==> config.mk <==
export PLATFORM = sky130hd
export DESIGN_NAME = rv_core
export DESIGN_NICKNAME = d
export VERILOG_FILES = /design/src/hdl/rv_isa_pkg.sv /design/src/hdl/rv_pipe_pkg.sv /design/src/hdl/rv_alu.sv /design/src/hdl/rv_core.sv /design/src/hdl/rv_decoder.sv /design/src/hdl/rv_hazard_unit.sv /design/src/hdl/rv_lsu.sv /design/src/hdl/rv_regfile.sv
export SDC_FILE = /design/constraint.sdc
export NUM_CORES = 2
export LEC_CHECK = 0
export BUFFER_PORTS_ARGS = -buffer_cell sky130_fd_sc_hd__buf_2
export CAP_MARGIN = 15
export CORE_ASPECT_RATIO = 1.25
export CORE_UTILIZATION = 30
export CTS_CLUSTER_DIAMETER = 150
export CTS_CLUSTER_SIZE = 12
export DETAILED_ROUTE_END_ITERATION = 8
export GPL_TIMING_DRIVEN = 1
export SETUP_SLACK_MARGIN = 0.2
export SLEW_MARGIN = 40
export SYNTH_ARGS = -nofsm -noshare
export SYNTH_HDL_FRONTEND = slang
export SYNTH_HIERARCHICAL = 1
export SYNTH_SLANG_ARGS = --single-unit
==> constraint.sdc <==
create_clock -name clk -period 8.95 [get_ports clk]
set_input_delay 1.79 -clock clk [delete_from_list [all_inputs] [get_ports clk]]
set_output_delay 1.79 -clock clk [all_outputs]
set_load 0.02 [all_outputs]
==> src/hdl/rv_isa_pkg.sv <==
package rv_isa_pkg;

  localparam int XLEN       = 32;
  localparam int REG_ADDR_W = 5;

  // addi x0, x0, 0
  localparam logic [XLEN-1:0] NOP_INSTR = 32'h0000_0013;

  // major opcodes, instr[6:0]
  typedef enum logic [6:0] {
    OP_RTYPE  = 7'b0110011,
    OP_ITYPE  = 7'b0010011,
    OP_LOAD   = 7'b0000011,
    OP_STORE  = 7'b0100011,
    OP_BRANCH = 7'b1100011
  } opcode_e;

  // funct3 field, instr[14:12]
  localparam logic [2:0] F3_ADD_SUB = 3'b000;
  localparam logic [2:0] F3_SLL     = 3'b001;
  localparam logic [2:0] F3_SLT     = 3'b010;
  localparam logic [2:0] F3_XOR     = 3'b100;
  localparam logic [2:0] F3_SR      = 3'b101;  // srl or sra, split by funct7 bit 5
  localparam logic [2:0] F3_OR      = 3'b110;
  localparam logic [2:0] F3_AND     = 3'b111;

  typedef enum logic [3:0] {
    ALU_ADD = 4'd0,
    ALU_SUB = 4'd1,
    ALU_AND = 4'd2,
    ALU_OR  = 4'd3,
    ALU_XOR = 4'd4,
    ALU_SLT = 4'd5,
    ALU_SLL = 4'd6,
    ALU_SRL = 4'd7,
    ALU_SRA = 4'd8
  } alu_op_e;

endpackage

==> src/hdl/rv_pipe_pkg.sv <==
package rv_pipe_pkg;

  typedef struct packed {
    logic                reg_wr_en;    // writes rd
    logic                mem_rd;       // lw
    logic                mem_wr;       // sw
    logic                alu_src_imm;  // operand b is the immediate
    logic                is_branch;    // beq
    rv_isa_pkg::alu_op_e alu_op;
  } ctrl_t;

  typedef enum logic [1:0] {
    FWD_REG = 2'd0,  // value read in decode
    FWD_MEM = 2'd1,  // ex/mem alu result
    FWD_WB  = 2'd2   // mem/wb write-back data
  } fwd_sel_e;

  typedef struct packed {
    logic [rv_isa_pkg::XLEN-1:0]       pc;
    logic [rv_isa_pkg::REG_ADDR_W-1:0] rs1;
    logic [rv_isa_pkg::REG_ADDR_W-1:0] rs2;
    logic [rv_isa_pkg::REG_ADDR_W-1:0] rd;
    logic [rv_isa_pkg::XLEN-1:0]       rs1_data;
    logic [rv_isa_pkg::XLEN-1:0]       rs2_data;
    logic [rv_isa_pkg::XLEN-1:0]       imm;
    ctrl_t                             ctrl;
  } id_ex_t;

  typedef struct packed {
    logic [rv_isa_pkg::REG_ADDR_W-1:0] rd;
    logic [rv_isa_pkg::XLEN-1:0]       alu_result;  // also the data address
    logic [rv_isa_pkg::XLEN-1:0]       store_data;
    ctrl_t                             ctrl;
  } ex_mem_t;

  typedef struct packed {
    logic [rv_isa_pkg::REG_ADDR_W-1:0] rd;
    logic [rv_isa_pkg::XLEN-1:0]       wb_data;
    logic                              reg_wr_en;
  } mem_wb_t;

  // wishbone classic, master to slave
  typedef struct packed {
    logic        cyc;
    logic        stb;
    logic        we;
    logic [31:0] adr;
    logic [31:0] dat;
    logic [3:0]  sel;
  } wb_m2s_t;

  // wishbone classic, slave to master
  typedef struct packed {
    logic        ack;
    logic [31:0] dat;
  } wb_s2m_t;

endpackage

==> src/hdl/rv_alu.sv <==
`timescale 1ns/1ns

module rv_alu (
  input  logic [rv_isa_pkg::XLEN-1:0] a_i,
  input  logic [rv_isa_pkg::XLEN-1:0] b_i,
  input  rv_isa_pkg::alu_op_e         op_i,
  output logic [rv_isa_pkg::XLEN-1:0] result_o
);
  import rv_isa_pkg::*;

  logic [4:0] shamt;

  assign shamt = b_i[4:0];

  always_comb begin
    case (op_i)
      ALU_ADD: result_o = a_i + b_i;
      ALU_SUB: result_o = a_i - b_i;
      ALU_AND: result_o = a_i & b_i;
      ALU_OR:  result_o = a_i | b_i;
      ALU_XOR: result_o = a_i ^ b_i;
      ALU_SLT: result_o = {{(XLEN-1){1'b0}}, $signed(a_i) < $signed(b_i)};
      ALU_SLL: result_o = a_i << shamt;
      ALU_SRL: result_o = a_i >> shamt;
      ALU_SRA: result_o = $unsigned($signed(a_i) >>> shamt);
      default: result_o = '0;
    endcase
  end

endmodule

==> src/hdl/rv_core.sv <==
`timescale 1ns/1ns

module rv_core (
  input  logic                 clk,
  input  logic                 rst_n,
  output logic [31:0]          imem_addr_o,
  input  logic [31:0]          imem_data_i,
  output rv_pipe_pkg::wb_m2s_t wb_o,
  input  rv_pipe_pkg::wb_s2m_t wb_i
);
  import rv_isa_pkg::*;
  import rv_pipe_pkg::*;

  logic [XLEN-1:0] pc_q;
  logic [XLEN-1:0] if_id_pc_q;
  logic [XLEN-1:0] if_id_instr_q;
  id_ex_t          id_ex_q;
  id_ex_t          id_ex_d;
  ex_mem_t         ex_mem_q;
  ex_mem_t         ex_mem_d;
  mem_wb_t         mem_wb_q;
  mem_wb_t         mem_wb_d;

  ctrl_t           dec_ctrl;
  logic [XLEN-1:0] dec_imm;
  logic [XLEN-1:0] rf_rs1_data;
  logic [XLEN-1:0] rf_rs2_data;

  fwd_sel_e        fwd_a;
  fwd_sel_e        fwd_b;
  fwd_sel_e        fwd_st;
  logic            hz_stall;
  logic            lsu_busy;
  logic [XLEN-1:0] load_data;

  logic [XLEN-1:0] op_a;
  logic [XLEN-1:0] op_b_reg;   // forwarded rs2, before the immediate mux
  logic [XLEN-1:0] op_b;
  logic [XLEN-1:0] st_data;
  logic [XLEN-1:0] alu_result;
  logic            branch_taken;
  logic [XLEN-1:0] branch_target;

  function automatic logic [XLEN-1:0] fwd_mux(input fwd_sel_e sel,
                                              input logic [XLEN-1:0] reg_val,
                                              input logic [XLEN-1:0] mem_val,
                                              input logic [XLEN-1:0] wb_val);
    case (sel)
      FWD_MEM: fwd_mux = mem_val;
      FWD_WB:  fwd_mux = wb_val;
      default: fwd_mux = reg_val;
    endcase
  endfunction

  assign imem_addr_o = pc_q;

  // fetch, flush wins over the load-use hold
  always_ff @(posedge clk or negedge rst_n) begin
    if (!rst_n) begin
      pc_q          <= '0;
      if_id_pc_q    <= '0;
      if_id_instr_q <= NOP_INSTR;
    end else if (!lsu_busy) begin
      if (branch_taken) begin
        pc_q          <= branch_target;
        if_id_instr_q <= NOP_INSTR;
      end else if (!hz_stall) begin
        pc_q          <= pc_q + 32'd4;
        if_id_pc_q    <= pc_q;
        if_id_instr_q <= imem_data_i;
      end
    end
  end

  rv_regfile u_regfile (
    .clk        (clk),
    .rst_n      (rst_n),
    .rs1_addr_i (if_id_instr_q[19:15]),
    .rs2_addr_i (if_id_instr_q[24:20]),
    .rs1_data_o (rf_rs1_data),
    .rs2_data_o (rf_rs2_data),
    .wr_en_i    (mem_wb_q.reg_wr_en),
    .wr_addr_i  (mem_wb_q.rd),
    .wr_data_i  (mem_wb_q.wb_data)
  );

  rv_decoder u_decoder (
    .instr_i (if_id_instr_q),
    .ctrl_o  (dec_ctrl),
    .imm_o   (dec_imm)
  );

  always_comb begin
    id_ex_d.pc       = if_id_pc_q;
    id_ex_d.rs1      = if_id_instr_q[19:15];
    id_ex_d.rs2      = if_id_instr_q[24:20];
    id_ex_d.rd       = if_id_instr_q[11:7];
    id_ex_d.rs1_data = rf_rs1_data;
    id_ex_d.rs2_data = rf_rs2_data;
    id_ex_d.imm      = dec_imm;
    id_ex_d.ctrl     = dec_ctrl;
  end

  always_ff @(posedge clk or negedge rst_n) begin
    if (!rst_n) begin
      id_ex_q <= '0;
    end else if (!lsu_busy) begin
      id_ex_q <= (branch_taken || hz_stall) ? '0 : id_ex_d;  // bubble
    end
  end

  rv_hazard_unit u_hazard (
    .id_ex_i     (id_ex_q),
    .ex_mem_i    (ex_mem_q),
    .mem_wb_i    (mem_wb_q),
    .if_id_rs1_i (if_id_instr_q[19:15]),
    .if_id_rs2_i (if_id_instr_q[24:20]),
    .fwd_a_o     (fwd_a),
    .fwd_b_o     (fwd_b),
    .fwd_st_o    (fwd_st),
    .stall_o     (hz_stall)
  );

  assign op_a     = fwd_mux(fwd_a, id_ex_q.rs1_data, ex_mem_q.alu_result, mem_wb_q.wb_data);
  assign op_b_reg = fwd_mux(fwd_b, id_ex_q.rs2_data, ex_mem_q.alu_result, mem_wb_q.wb_data);
  assign st_data  = fwd_mux(fwd_st, id_ex_q.rs2_data, ex_mem_q.alu_result, mem_wb_q.wb_data);
  assign op_b     = id_ex_q.ctrl.alu_src_imm ? id_ex_q.imm : op_b_reg;

  rv_alu u_alu (
    .a_i      (op_a),
    .b_i      (op_b),
    .op_i     (id_ex_q.ctrl.alu_op),
    .result_o (alu_result)
  );

  // beq resolves here, the two younger slots get flushed
  assign branch_taken  = id_ex_q.ctrl.is_branch && (op_a == op_b_reg);
  assign branch_target = id_ex_q.pc + id_ex_q.imm;

  always_comb begin
    ex_mem_d.rd         = id_ex_q.rd;
    ex_mem_d.alu_result = alu_result;
    ex_mem_d.store_data = st_data;
    ex_mem_d.ctrl       = id_ex_q.ctrl;
  end

  always_ff @(posedge clk or negedge rst_n) begin
    if (!rst_n) begin
      ex_mem_q <= '0;
    end else if (!lsu_busy) begin
      ex_mem_q <= ex_mem_d;
    end
  end

  rv_lsu u_lsu (
    .clk         (clk),
    .rst_n       (rst_n),
    .ex_mem_i    (ex_mem_q),
    .wb_o        (wb_o),
    .wb_i        (wb_i),
    .busy_o      (lsu_busy),
    .load_data_o (load_data)
  );

  always_comb begin
    mem_wb_d.rd        = ex_mem_q.rd;
    mem_wb_d.wb_data   = ex_mem_q.ctrl.mem_rd ? load_data : ex_mem_q.alu_result;
    mem_wb_d.reg_wr_en = ex_mem_q.ctrl.reg_wr_en;
  end

  always_ff @(posedge clk or negedge rst_n) begin
    if (!rst_n) begin
      mem_wb_q <= '0;
    end else if (!lsu_busy) begin
      mem_wb_q <= mem_wb_d;
    end
  end

endmodule

==> src/hdl/rv_decoder.sv <==
`timescale 1ns/1ns

module rv_decoder (
  input  logic [31:0]        instr_i,
  output rv_pipe_pkg::ctrl_t ctrl_o,
  output logic [31:0]        imm_o
);
  import rv_isa_pkg::*;
  import rv_pipe_pkg::*;

  logic [2:0] funct3;
  logic       f7_b5;

  assign funct3 = instr_i[14:12];
  assign f7_b5  = instr_i[30];

  function automatic alu_op_e alu_op_of(input logic [2:0] f3, input logic alt,
                                        input logic allow_sub);
    case (f3)
      F3_ADD_SUB: alu_op_of = (allow_sub && alt) ? ALU_SUB : ALU_ADD;
      F3_SLL:     alu_op_of = ALU_SLL;
      F3_SLT:     alu_op_of = ALU_SLT;
      F3_XOR:     alu_op_of = ALU_XOR;
      F3_SR:      alu_op_of = alt ? ALU_SRA : ALU_SRL;
      F3_OR:      alu_op_of = ALU_OR;
      F3_AND:     alu_op_of = ALU_AND;
      default:    alu_op_of = ALU_ADD;  // sltu not supported
    endcase
  endfunction

  always_comb begin
    ctrl_o = '0;
    imm_o  = '0;
    case (opcode_e'(instr_i[6:0]))
      OP_RTYPE: begin
        ctrl_o.reg_wr_en = 1'b1;
        ctrl_o.alu_op    = alu_op_of(funct3, f7_b5, 1'b1);
      end
      OP_ITYPE: begin
        ctrl_o.reg_wr_en   = 1'b1;
        ctrl_o.alu_src_imm = 1'b1;
        ctrl_o.alu_op      = alu_op_of(funct3, f7_b5, 1'b0);  // bit 30 is immediate here
        imm_o              = {{20{instr_i[31]}}, instr_i[31:20]};
      end
      OP_LOAD: begin
        ctrl_o.reg_wr_en   = 1'b1;
        ctrl_o.mem_rd      = 1'b1;
        ctrl_o.alu_src_imm = 1'b1;
        ctrl_o.alu_op      = ALU_ADD;
        imm_o              = {{20{instr_i[31]}}, instr_i[31:20]};
      end
      OP_STORE: begin
        ctrl_o.mem_wr      = 1'b1;
        ctrl_o.alu_src_imm = 1'b1;
        ctrl_o.alu_op      = ALU_ADD;
        imm_o              = {{20{instr_i[31]}}, instr_i[31:25], instr_i[11:7]};
      end
      OP_BRANCH: begin
        ctrl_o.is_branch = 1'b1;
        ctrl_o.alu_op    = ALU_SUB;
        imm_o            = {{19{instr_i[31]}}, instr_i[31], instr_i[7],
                            instr_i[30:25], instr_i[11:8], 1'b0};
      end
      default: ;  // zero control word behaves as a nop
    endcase
  end

endmodule

==> src/hdl/rv_hazard_unit.sv <==
`timescale 1ns/1ns

module rv_hazard_unit (
  input  rv_pipe_pkg::id_ex_t               id_ex_i,
  input  rv_pipe_pkg::ex_mem_t              ex_mem_i,
  input  rv_pipe_pkg::mem_wb_t              mem_wb_i,
  input  logic [rv_isa_pkg::REG_ADDR_W-1:0] if_id_rs1_i,
  input  logic [rv_isa_pkg::REG_ADDR_W-1:0] if_id_rs2_i,
  output rv_pipe_pkg::fwd_sel_e             fwd_a_o,
  output rv_pipe_pkg::fwd_sel_e             fwd_b_o,
  output rv_pipe_pkg::fwd_sel_e             fwd_st_o,
  output logic                              stall_o
);
  import rv_pipe_pkg::*;

  logic ex_mem_wr;
  logic mem_wb_wr;

  assign ex_mem_wr = ex_mem_i.ctrl.reg_wr_en && ex_mem_i.rd != '0;
  assign mem_wb_wr = mem_wb_i.reg_wr_en && mem_wb_i.rd != '0;

  // the younger producer in ex/mem takes priority over mem/wb
  function automatic fwd_sel_e src_sel(input logic [4:0] src);
    if (ex_mem_wr && ex_mem_i.rd == src) begin
      src_sel = FWD_MEM;
    end else if (mem_wb_wr && mem_wb_i.rd == src) begin
      src_sel = FWD_WB;
    end else begin
      src_sel = FWD_REG;
    end
  endfunction

  always_comb begin
    fwd_a_o  = src_sel(id_ex_i.rs1);
    fwd_b_o  = id_ex_i.ctrl.alu_src_imm ? FWD_REG : src_sel(id_ex_i.rs2);
    fwd_st_o = id_ex_i.ctrl.mem_wr ? src_sel(id_ex_i.rs2) : FWD_REG;
  end

  // load data only exists after the memory stage, so hold the consumer one cycle
  assign stall_o = id_ex_i.ctrl.mem_rd && id_ex_i.rd != '0 &&
                   (id_ex_i.rd == if_id_rs1_i || id_ex_i.rd == if_id_rs2_i);

endmodule

==> src/hdl/rv_lsu.sv <==
`timescale 1ns/1ns

module rv_lsu (
  input  logic                 clk,
  input  logic                 rst_n,
  input  rv_pipe_pkg::ex_mem_t ex_mem_i,
  output rv_pipe_pkg::wb_m2s_t wb_o,
  input  rv_pipe_pkg::wb_s2m_t wb_i,
  output logic                 busy_o,
  output logic [31:0]          load_data_o
);
  import rv_pipe_pkg::*;

  typedef enum logic {
    LSU_IDLE,
    LSU_WAIT
  } lsu_state_e;

  lsu_state_e  state_q;
  logic        done_q;       // set for the one cycle after ack
  logic        req;
  logic        cyc;
  logic [31:0] load_data_q;

  assign req    = (ex_mem_i.ctrl.mem_rd || ex_mem_i.ctrl.mem_wr) && !done_q;
  assign busy_o = req;
  assign cyc    = (state_q == LSU_WAIT) || req;

  always_comb begin
    wb_o.cyc = cyc;
    wb_o.stb = cyc;
    wb_o.we  = ex_mem_i.ctrl.mem_wr;
    wb_o.adr = ex_mem_i.alu_result;
    wb_o.dat = ex_mem_i.store_data;
    wb_o.sel = 4'hf;  // word accesses only
  end

  always_ff @(posedge clk or negedge rst_n) begin
    if (!rst_n) begin
      state_q <= LSU_IDLE;
      done_q  <= 1'b0;
    end else begin
      done_q <= cyc && wb_i.ack;  // pipeline advances while this is high
      case (state_q)
        LSU_IDLE: if (req && !wb_i.ack) state_q <= LSU_WAIT;
        LSU_WAIT: if (wb_i.ack) state_q <= LSU_IDLE;
        default:  state_q <= LSU_IDLE;
      endcase
    end
  end

  always_ff @(posedge clk) begin
    if (cyc && wb_i.ack && !ex_mem_i.ctrl.mem_wr) begin
      load_data_q <= wb_i.dat;  // sampled at ack
    end
  end

  assign load_data_o = load_data_q;

endmodule

==> src/hdl/rv_regfile.sv <==
`timescale 1ns/1ns

module rv_regfile (
  input  logic                              clk,
  input  logic                              rst_n,
  input  logic [rv_isa_pkg::REG_ADDR_W-1:0] rs1_addr_i,
  input  logic [rv_isa_pkg::REG_ADDR_W-1:0] rs2_addr_i,
  output logic [rv_isa_pkg::XLEN-1:0]       rs1_data_o,
  output logic [rv_isa_pkg::XLEN-1:0]       rs2_data_o,
  input  logic                              wr_en_i,
  input  logic [rv_isa_pkg::REG_ADDR_W-1:0] wr_addr_i,
  input  logic [rv_isa_pkg::XLEN-1:0]       wr_data_i
);
  import rv_isa_pkg::*;

  logic [XLEN-1:0] regs [1:31];  // x0 is not stored

  always_ff @(posedge clk or negedge rst_n) begin
    if (!rst_n) begin
      for (int i = 1; i < 32; i++) begin
        regs[i] <= '0;
      end
    end else if (wr_en_i && wr_addr_i != '0) begin
      regs[wr_addr_i] <= wr_data_i;
    end
  end

  // a write in this cycle is visible to decode right away
  assign rs1_data_o = (rs1_addr_i == '0) ? '0 :
                      (wr_en_i && wr_addr_i == rs1_addr_i) ? wr_data_i : regs[rs1_addr_i];
  assign rs2_data_o = (rs2_addr_i == '0) ? '0 :
                      (wr_en_i && wr_addr_i == rs2_addr_i) ? wr_data_i : regs[rs2_addr_i];

endmodule
# ---- Word-level counts from Yosys, hierarchy flattened
# Index checks and enable logic that the tools add are counted.
dict set report word_totals {
  regBits 1384
  latchBits 0
  mem_bits_rw 0
  romBits 0
  in_bits 67
  word_cells 195
  n_memories 0
}
dict set report classes {
  addsub 4
  multipliers 0
  n_div 0
  order_cmp 5
  eq_ne 35
  n_shift 3
  muxes 44
  bitwise_logic 10
  reduce_logical 35
}
# cell n
set ops {}
lappend ops {{992-bit bitwise mux} 1}
lappend ops {{32-bit 2-to-1 mux} 15}
lappend ops {{32-bit binary-select mux with 5-bit select} 2}
lappend ops {{32-bit one-hot mux with 9 select lines} 1}
lappend ops {{32-bit one-hot mux with 2 select lines} 3}
lappend ops {{32-bit demux with 5-bit select} 1}
lappend ops {{152-bit 2-to-1 mux} 1}
lappend ops {{32-bit one-hot mux with 3 select lines} 1}
lappend ops {{32-bit adder} 2}
lappend ops {{5-bit == test} 8}
lappend ops {{32-bit by 3-bit adder with 32-bit output, second input constant} 1}
lappend ops {{32-bit bitwise AND} 1}
lappend ops {{32-bit == test} 1}
lappend ops {{32-bit less-than comparator} 1}
lappend ops {{32-bit bitwise OR} 1}
lappend ops {{32-bit by 5-bit left shift with 32-bit output} 1}
lappend ops {{32-bit by 5-bit right shift with 32-bit output} 1}
lappend ops {{32-bit by 5-bit >>> shifter with 32-bit output} 1}
lappend ops {{32-bit subtractor} 1}
lappend ops {{32-bit bitwise XOR} 1}
lappend ops {{4-bit one-hot mux with 7 select lines} 1}
lappend ops {{4-bit one-hot mux with 6 select lines} 1}
lappend ops {{6-bit greater-or-equal comparator, second input constant} 3}
lappend ops {{5-bit inverter with 6-bit output} 3}
lappend ops {{other kinds (32)} 83}

# ---- Longest topological paths before layout
dict set report logic_depth {
  word_depth 12
  mapped_depth 24
  ltp_nobuf 20
}

# ---- Hierarchy
# The synthesis kept the hierarchy.
# mod n_inst cells_each area_each_um2
set modules_own_cells {}
lappend modules_own_cells {rv_regfile 1 3616 53776.6}
lappend modules_own_cells {rv_core 1 1776 18903.1}
lappend modules_own_cells {rv_alu 1 1271 8832.2}
lappend modules_own_cells {rv_lsu 1 115 1615.3}
lappend modules_own_cells {rv_decoder 1 69 500.5}
lappend modules_own_cells {rv_hazard_unit 1 54 422.9}

# ---- Worst setup path before layout
# OpenSTA, ideal clock, no wires.
dict set report synth_path {
  path_type {register to register}
  start {reg ex_mem_q[73] (netlist bit)}
  end {reg ex_mem_q[41] (netlist bit)}
  setup_time_ns 0.125
  t_arrival_ns 6.090
  path_slack_ns 2.736
  path_stages_with_launch 24
  n_path_buf 5
  synth_period_minus_slack_ns 6.214
  cell_sequence {dfrtp_1 > or4_1 > o21ai_2 > nor4_2 > nor4_2 > ha_1 > buf_6 > buf_6 > a221oi_1 > o31ai_1 > buf_2 > inv_2 > buf_1 > buf_1 > ha_1 > o21ba_2 > or4_2 > a21o_1 > nand3_2 > a2111oi_2 > o311a_1 > nor4_1 > o31ai_1 > mux2_2}
}
dict set report synth_via {
  elab_chain_cells 10
}
# item line
set synth_rtl {}
lappend synth_rtl {{start, declared} rv_core.sv:19} ;# ex_mem_t ex_mem_q;
lappend synth_rtl {{start signal, assigned} rv_core.sv:151} ;# ex_mem_q <= ex_mem_d;
lappend synth_rtl {{5-bit nonzero test} rv_hazard_unit.sv:19} ;# assign ex_mem_wr = ex_mem_i.ctrl.reg_wr_en && ex_mem_i.rd != '0;
lappend synth_rtl {{1-bit logical AND} rv_hazard_unit.sv:19}
lappend synth_rtl {{1-bit logical AND *} rv_hazard_unit.sv:24} ;# if (ex_mem_wr && ex_mem_i.rd == src) begin
lappend synth_rtl {{2-bit 2-to-1 mux *} rv_hazard_unit.sv:24}
lappend synth_rtl {{2-bit 2-to-1 mux *} rv_hazard_unit.sv:35} ;# fwd_b_o = id_ex_i.ctrl.alu_src_imm ? FWD_REG : src_sel(id_ex_i.rs2);
lappend synth_rtl {{net fwd_b[1]} rv_core.sv:30} ;# fwd_sel_e fwd_b;
lappend synth_rtl {{2-bit == test / 2-bit by 1-bit == test with 1-bit output (equally long branches)} rv_core.sv:48} ;# case (sel)
lappend synth_rtl {{32-bit one-hot mux with 2 select lines *} rv_core.sv:48}
lappend synth_rtl {{32-bit 2-to-1 mux *} rv_core.sv:127} ;# assign op_b = id_ex_q.ctrl.alu_src_imm ? id_ex_q.imm : op_b_reg;
lappend synth_rtl {{net op_b[2]} rv_core.sv:38} ;# logic [XLEN-1:0] op_b;
lappend synth_rtl {{32-bit less-than comparator (tied with other cells)} rv_alu.sv:22} ;# ALU_SLT: result_o = {{(XLEN-1){1'b0}}, $signed(a_i) < $signed(b_i)};
lappend synth_rtl {{32-bit one-hot mux with 9 select lines *} rv_alu.sv:16} ;# case (op_i)
lappend synth_rtl {{net alu_result[0]} rv_core.sv:40} ;# logic [XLEN-1:0] alu_result;
# Mark *: on every way through the listed nets, which the timed path passes. The rest lies on a longest branch.
# A chain may end at the register's enable or synchronous reset.

# ---- Final worst setup path
dict set report layout_path {
  start {reg mem_wb_q[36] (netlist bit)}
  end {reg ex_mem_q[65] (netlist bit)}
}
dict set report layout_via {
  elab_chain_cells 11
}
# item line
set layout_rtl {}
lappend layout_rtl {{start, declared} rv_core.sv:21} ;# mem_wb_t mem_wb_q;
lappend layout_rtl {{start signal, assigned} rv_core.sv:175} ;# mem_wb_q <= mem_wb_d;
lappend layout_rtl {{5-bit nonzero test} rv_hazard_unit.sv:20} ;# assign mem_wb_wr = mem_wb_i.reg_wr_en && mem_wb_i.rd != '0;
lappend layout_rtl {{1-bit logical AND} rv_hazard_unit.sv:20}
lappend layout_rtl {{1-bit logical AND *} rv_hazard_unit.sv:26} ;# end else if (mem_wb_wr && mem_wb_i.rd == src) begin
lappend layout_rtl {{2-bit 2-to-1 mux *} rv_hazard_unit.sv:26}
lappend layout_rtl {{2-bit 2-to-1 mux *} rv_hazard_unit.sv:24}
lappend layout_rtl {{2-bit 2-to-1 mux *} rv_hazard_unit.sv:35}
lappend layout_rtl {{net fwd_b[1]} rv_core.sv:30}
lappend layout_rtl {{2-bit == test / 2-bit by 1-bit == test with 1-bit output (equally long branches)} rv_core.sv:48}
lappend layout_rtl {{32-bit one-hot mux with 2 select lines *} rv_core.sv:48}
lappend layout_rtl {{32-bit 2-to-1 mux *} rv_core.sv:127}
lappend layout_rtl {{net op_b[7]} rv_core.sv:38}
lappend layout_rtl {{32-bit subtractor / 32-bit adder (equally long branches)} {rv_alu.sv:18, rv_alu.sv:17}}
lappend layout_rtl {{32-bit one-hot mux with 9 select lines *} rv_alu.sv:16}
lappend layout_rtl {{net alu_result[24]} rv_core.sv:40}
# Marks and branches as above.

==> flow_summary_export.csv <==
group,metric,value,unit
die,die_w,475,um
die,core-area,278000,um^2
timing,final-setup-viol-count,0,
power_and_ir_drop,switching_share,31.3,%
final_layout,area_growth,9.51,%
timing,max_freq,144,MHz
power_and_ir_drop,combPwrFrac,17.9,%
place,dp_cells,10200,
setup_path,critPathLaunchType,"flip-flop",
timing,hold_viol,0,
power_and_ir_drop,clock_power_share,35.8,%
timing,max_slew_margin,34.5,%
place,gp_congestion,1.01,
cts,clkSlewWorstSetupHoldPaths,0.08,ns
power_and_ir_drop,power.total,15.1,mW
status,status,"completed",
power_and_ir_drop,p_leak,39.9,nW
worst_hold_path,hold_path_class,"flip-flop to flip-flop",
timing,worst_slack,1.98,ns
final_layout,final_core_util,33.1,%
power_and_ir_drop,sequentialPowerShare,46.3,%
cts,cts.sink_count,1384,
logic_synthesis,synthCells,6889,
power_and_ir_drop,irDropWorstVdd,0.117,mV
setup_path,rr_worst_depth,20,
timing,hold_ws,0.471,ns
route,viasPerCell,6.00,
final_layout,drive_gt1_share,35.3,%
route,dr.pass1.iters,6,
cts,cts-root-buf,"clkbuf_16",
die,fp.dieH,593,um
die,rows,216,
grt,grt_pass1_vias,63400,
logic_synthesis,yosysWarnings,6,
die,dieArea,282000,um^2
place,io_buffers,165,
grt,grt_max_degree,150,
cts,post-cts-setup-buffers,0,
worst_hold_path,whs_path_depth,1,
grt,gr-total-overflow,0,
route,routed_wirelength,315,mm
route,drc,0,
logic_synthesis,avgSynthCellArea,12.2,um^2
final_layout,layout.nets,6871,
cts,cts_tree,"built",
timing,worst_pin_slew,0.970,ns
power_and_ir_drop,power.internal,10.3,mW
grt,grt_pass1_wl,455,mm
timing,slew_violations,0,
timing,rsz0062_at_grt,"false",
cts,cts_buffers,141,
route,wl_per_cell,30.3,um
timing,finalSetupTns,0,ns
setup_path,end_kind,"flip-flop",
timing,finClkSkew,0.0507,ns
grt,antenna_found_initial,16,
power_and_ir_drop,power_density,164,nW/um^2
die,ioPinCount,170,
route,vias,62500,
setup_path,cp_max_fo,14,
final_layout,instances_no_fill,10400,
setup_path,crit_required,9.65,ns
grt,grtUsageTotal,21.9,%
power_and_ir_drop,power.switching,4.71,mW
timing,timing.final.crit_share,77.8,%
logic_synthesis,synth_area,83800,um^2
cts,clock_path_buffers,4,
die,start_util,30.2,%
run,maxCapViolCount,0,
cts,cts_htree_levels,4,
timing,period_needed,6.97,ns
setup_path,arrival,7.66,ns
cts,cts.repair.resized,0,
place,place_ws,1.85,ns
route,drtIter0Drc,5994,
cts,clk_latency,0.83,ns
final_layout,design_area,91800,um^2
place,placed_cell_area,87900,um^2
setup_path,criticalPathCategory,"flip-flop to flip-flop",
route,postRouteAntennaNets,0,
cts,hold_buffers,0,
place,dp_hpwl,208,mm
## sequential cells by signal (all words and copies together) (netlist names)
signal             flops
if_id_instr_q         32
ex_mem_d              14
ex_mem_q              72
u_lsu/load_data_o     32
if_id_pc_q            32
imem_addr_o           32
u_lsu/done_q           1
u_lsu/state_q          1
u_regfile/regs       992
id_ex_q              138
mem_wb_q              38
## final timing paths
check	startpoint	end	slack, ns
worst max register to register	mem_wb_q[36]	ex_mem_q[65]	1.98
worst max-delay path	mem_wb_q[36]	ex_mem_q[65]	1.98
min in group asynchronous	rst_n	u_regfile/regs[264]	0.92
worst min register to register	if_id_pc_q[9]	id_ex_q[129]	0.47
worst min-delay path	if_id_pc_q[9]	id_ex_q[129]	0.47
max in group asynchronous	rst_n	u_regfile/regs[186]	5.89
## final cells by class
cell class	count	area, um^2
clock inverter	7	56.3
tap	3706	4640
timing repair buffer	364	2670
sequential	1384	34800
inverter	121	462
clock buffer	164	3660
multi-input combinational	4654	45500
fill	27500	186000
antenna	8	20.0
## power groups by stage
stage                     clock network [mW]  logic, mW  registers, mW
final                                   5.39       2.69           6.97
after global routing                    5.71       2.85           7.00
after CTS                               5.51       2.64           6.95
after detailed placement                   0       2.64           7.07
after global placement                     0       2.60           7.05
after floorplan                            0       1.71           6.89
## critical path, stage by stage (launching register included)
cell	delay [ns]
dfrtp_1	0.57
or4_1	0.57
o21ai_0	0.42
nor4_2	0.15
inv_1	0.09
ha_1	0.52
buf_4	0.27
a221o_1	0.14
o21ai_0	0.12
o21ai_0	0.61
inv_1	0.14
ha_1	0.48
and2b_1	0.22
o21ai_0	0.31
a2111o_1	0.36
nand3_2	0.18
a2111oi_2	0.65
o21bai_1	0.22
a221o_1	0.34
o31a_1	0.23
mux2_2	0.25
## layout by cell type, fill, tap and decap left out, types with 18 or more instances in the layout
master,instances
nand2b_1,42
ha_1,132
nor2b_1,124
a22oi_1,122
buf_4,170
inv_1,117
xnor2_1,45
and2_1,32
nor2_1,204
a221o_1,47
o221ai_1,23
o22ai_1,61
a22o_1,188
clkbuf_16,143
clkbuf_1,21
o31ai_1,32
a21o_1,41
o21ai_0,195
edfxtp_1,32
buf_2,164
a221oi_1,99
a211oi_1,103
nand4_1,21
o221a_2,30
and3_1,23
mux2_2,1171
mux2_1,32
dfrtp_1,1332
o211ai_1,73
xor2_1,32
nor2_4,18
nand3_1,68
mux2i_1,129
or3_1,44
mux4_2,479
nand2_1,312
nor3_1,75
a21oi_1,251
## metal layers
metal | track usage (%) | share of wire [%] | vias to the layer above
li1 | - | - | 25800
met1 | 25.9 | 37 | 32800
met2 | 36.9 | 49 | 2982
met3 | 3.88 | 6.9 | 864
met4 | 13.6 | 7.0 | 4
met5 | 0 | 0.0086 | -
Power figures use the tool's default switching activity.
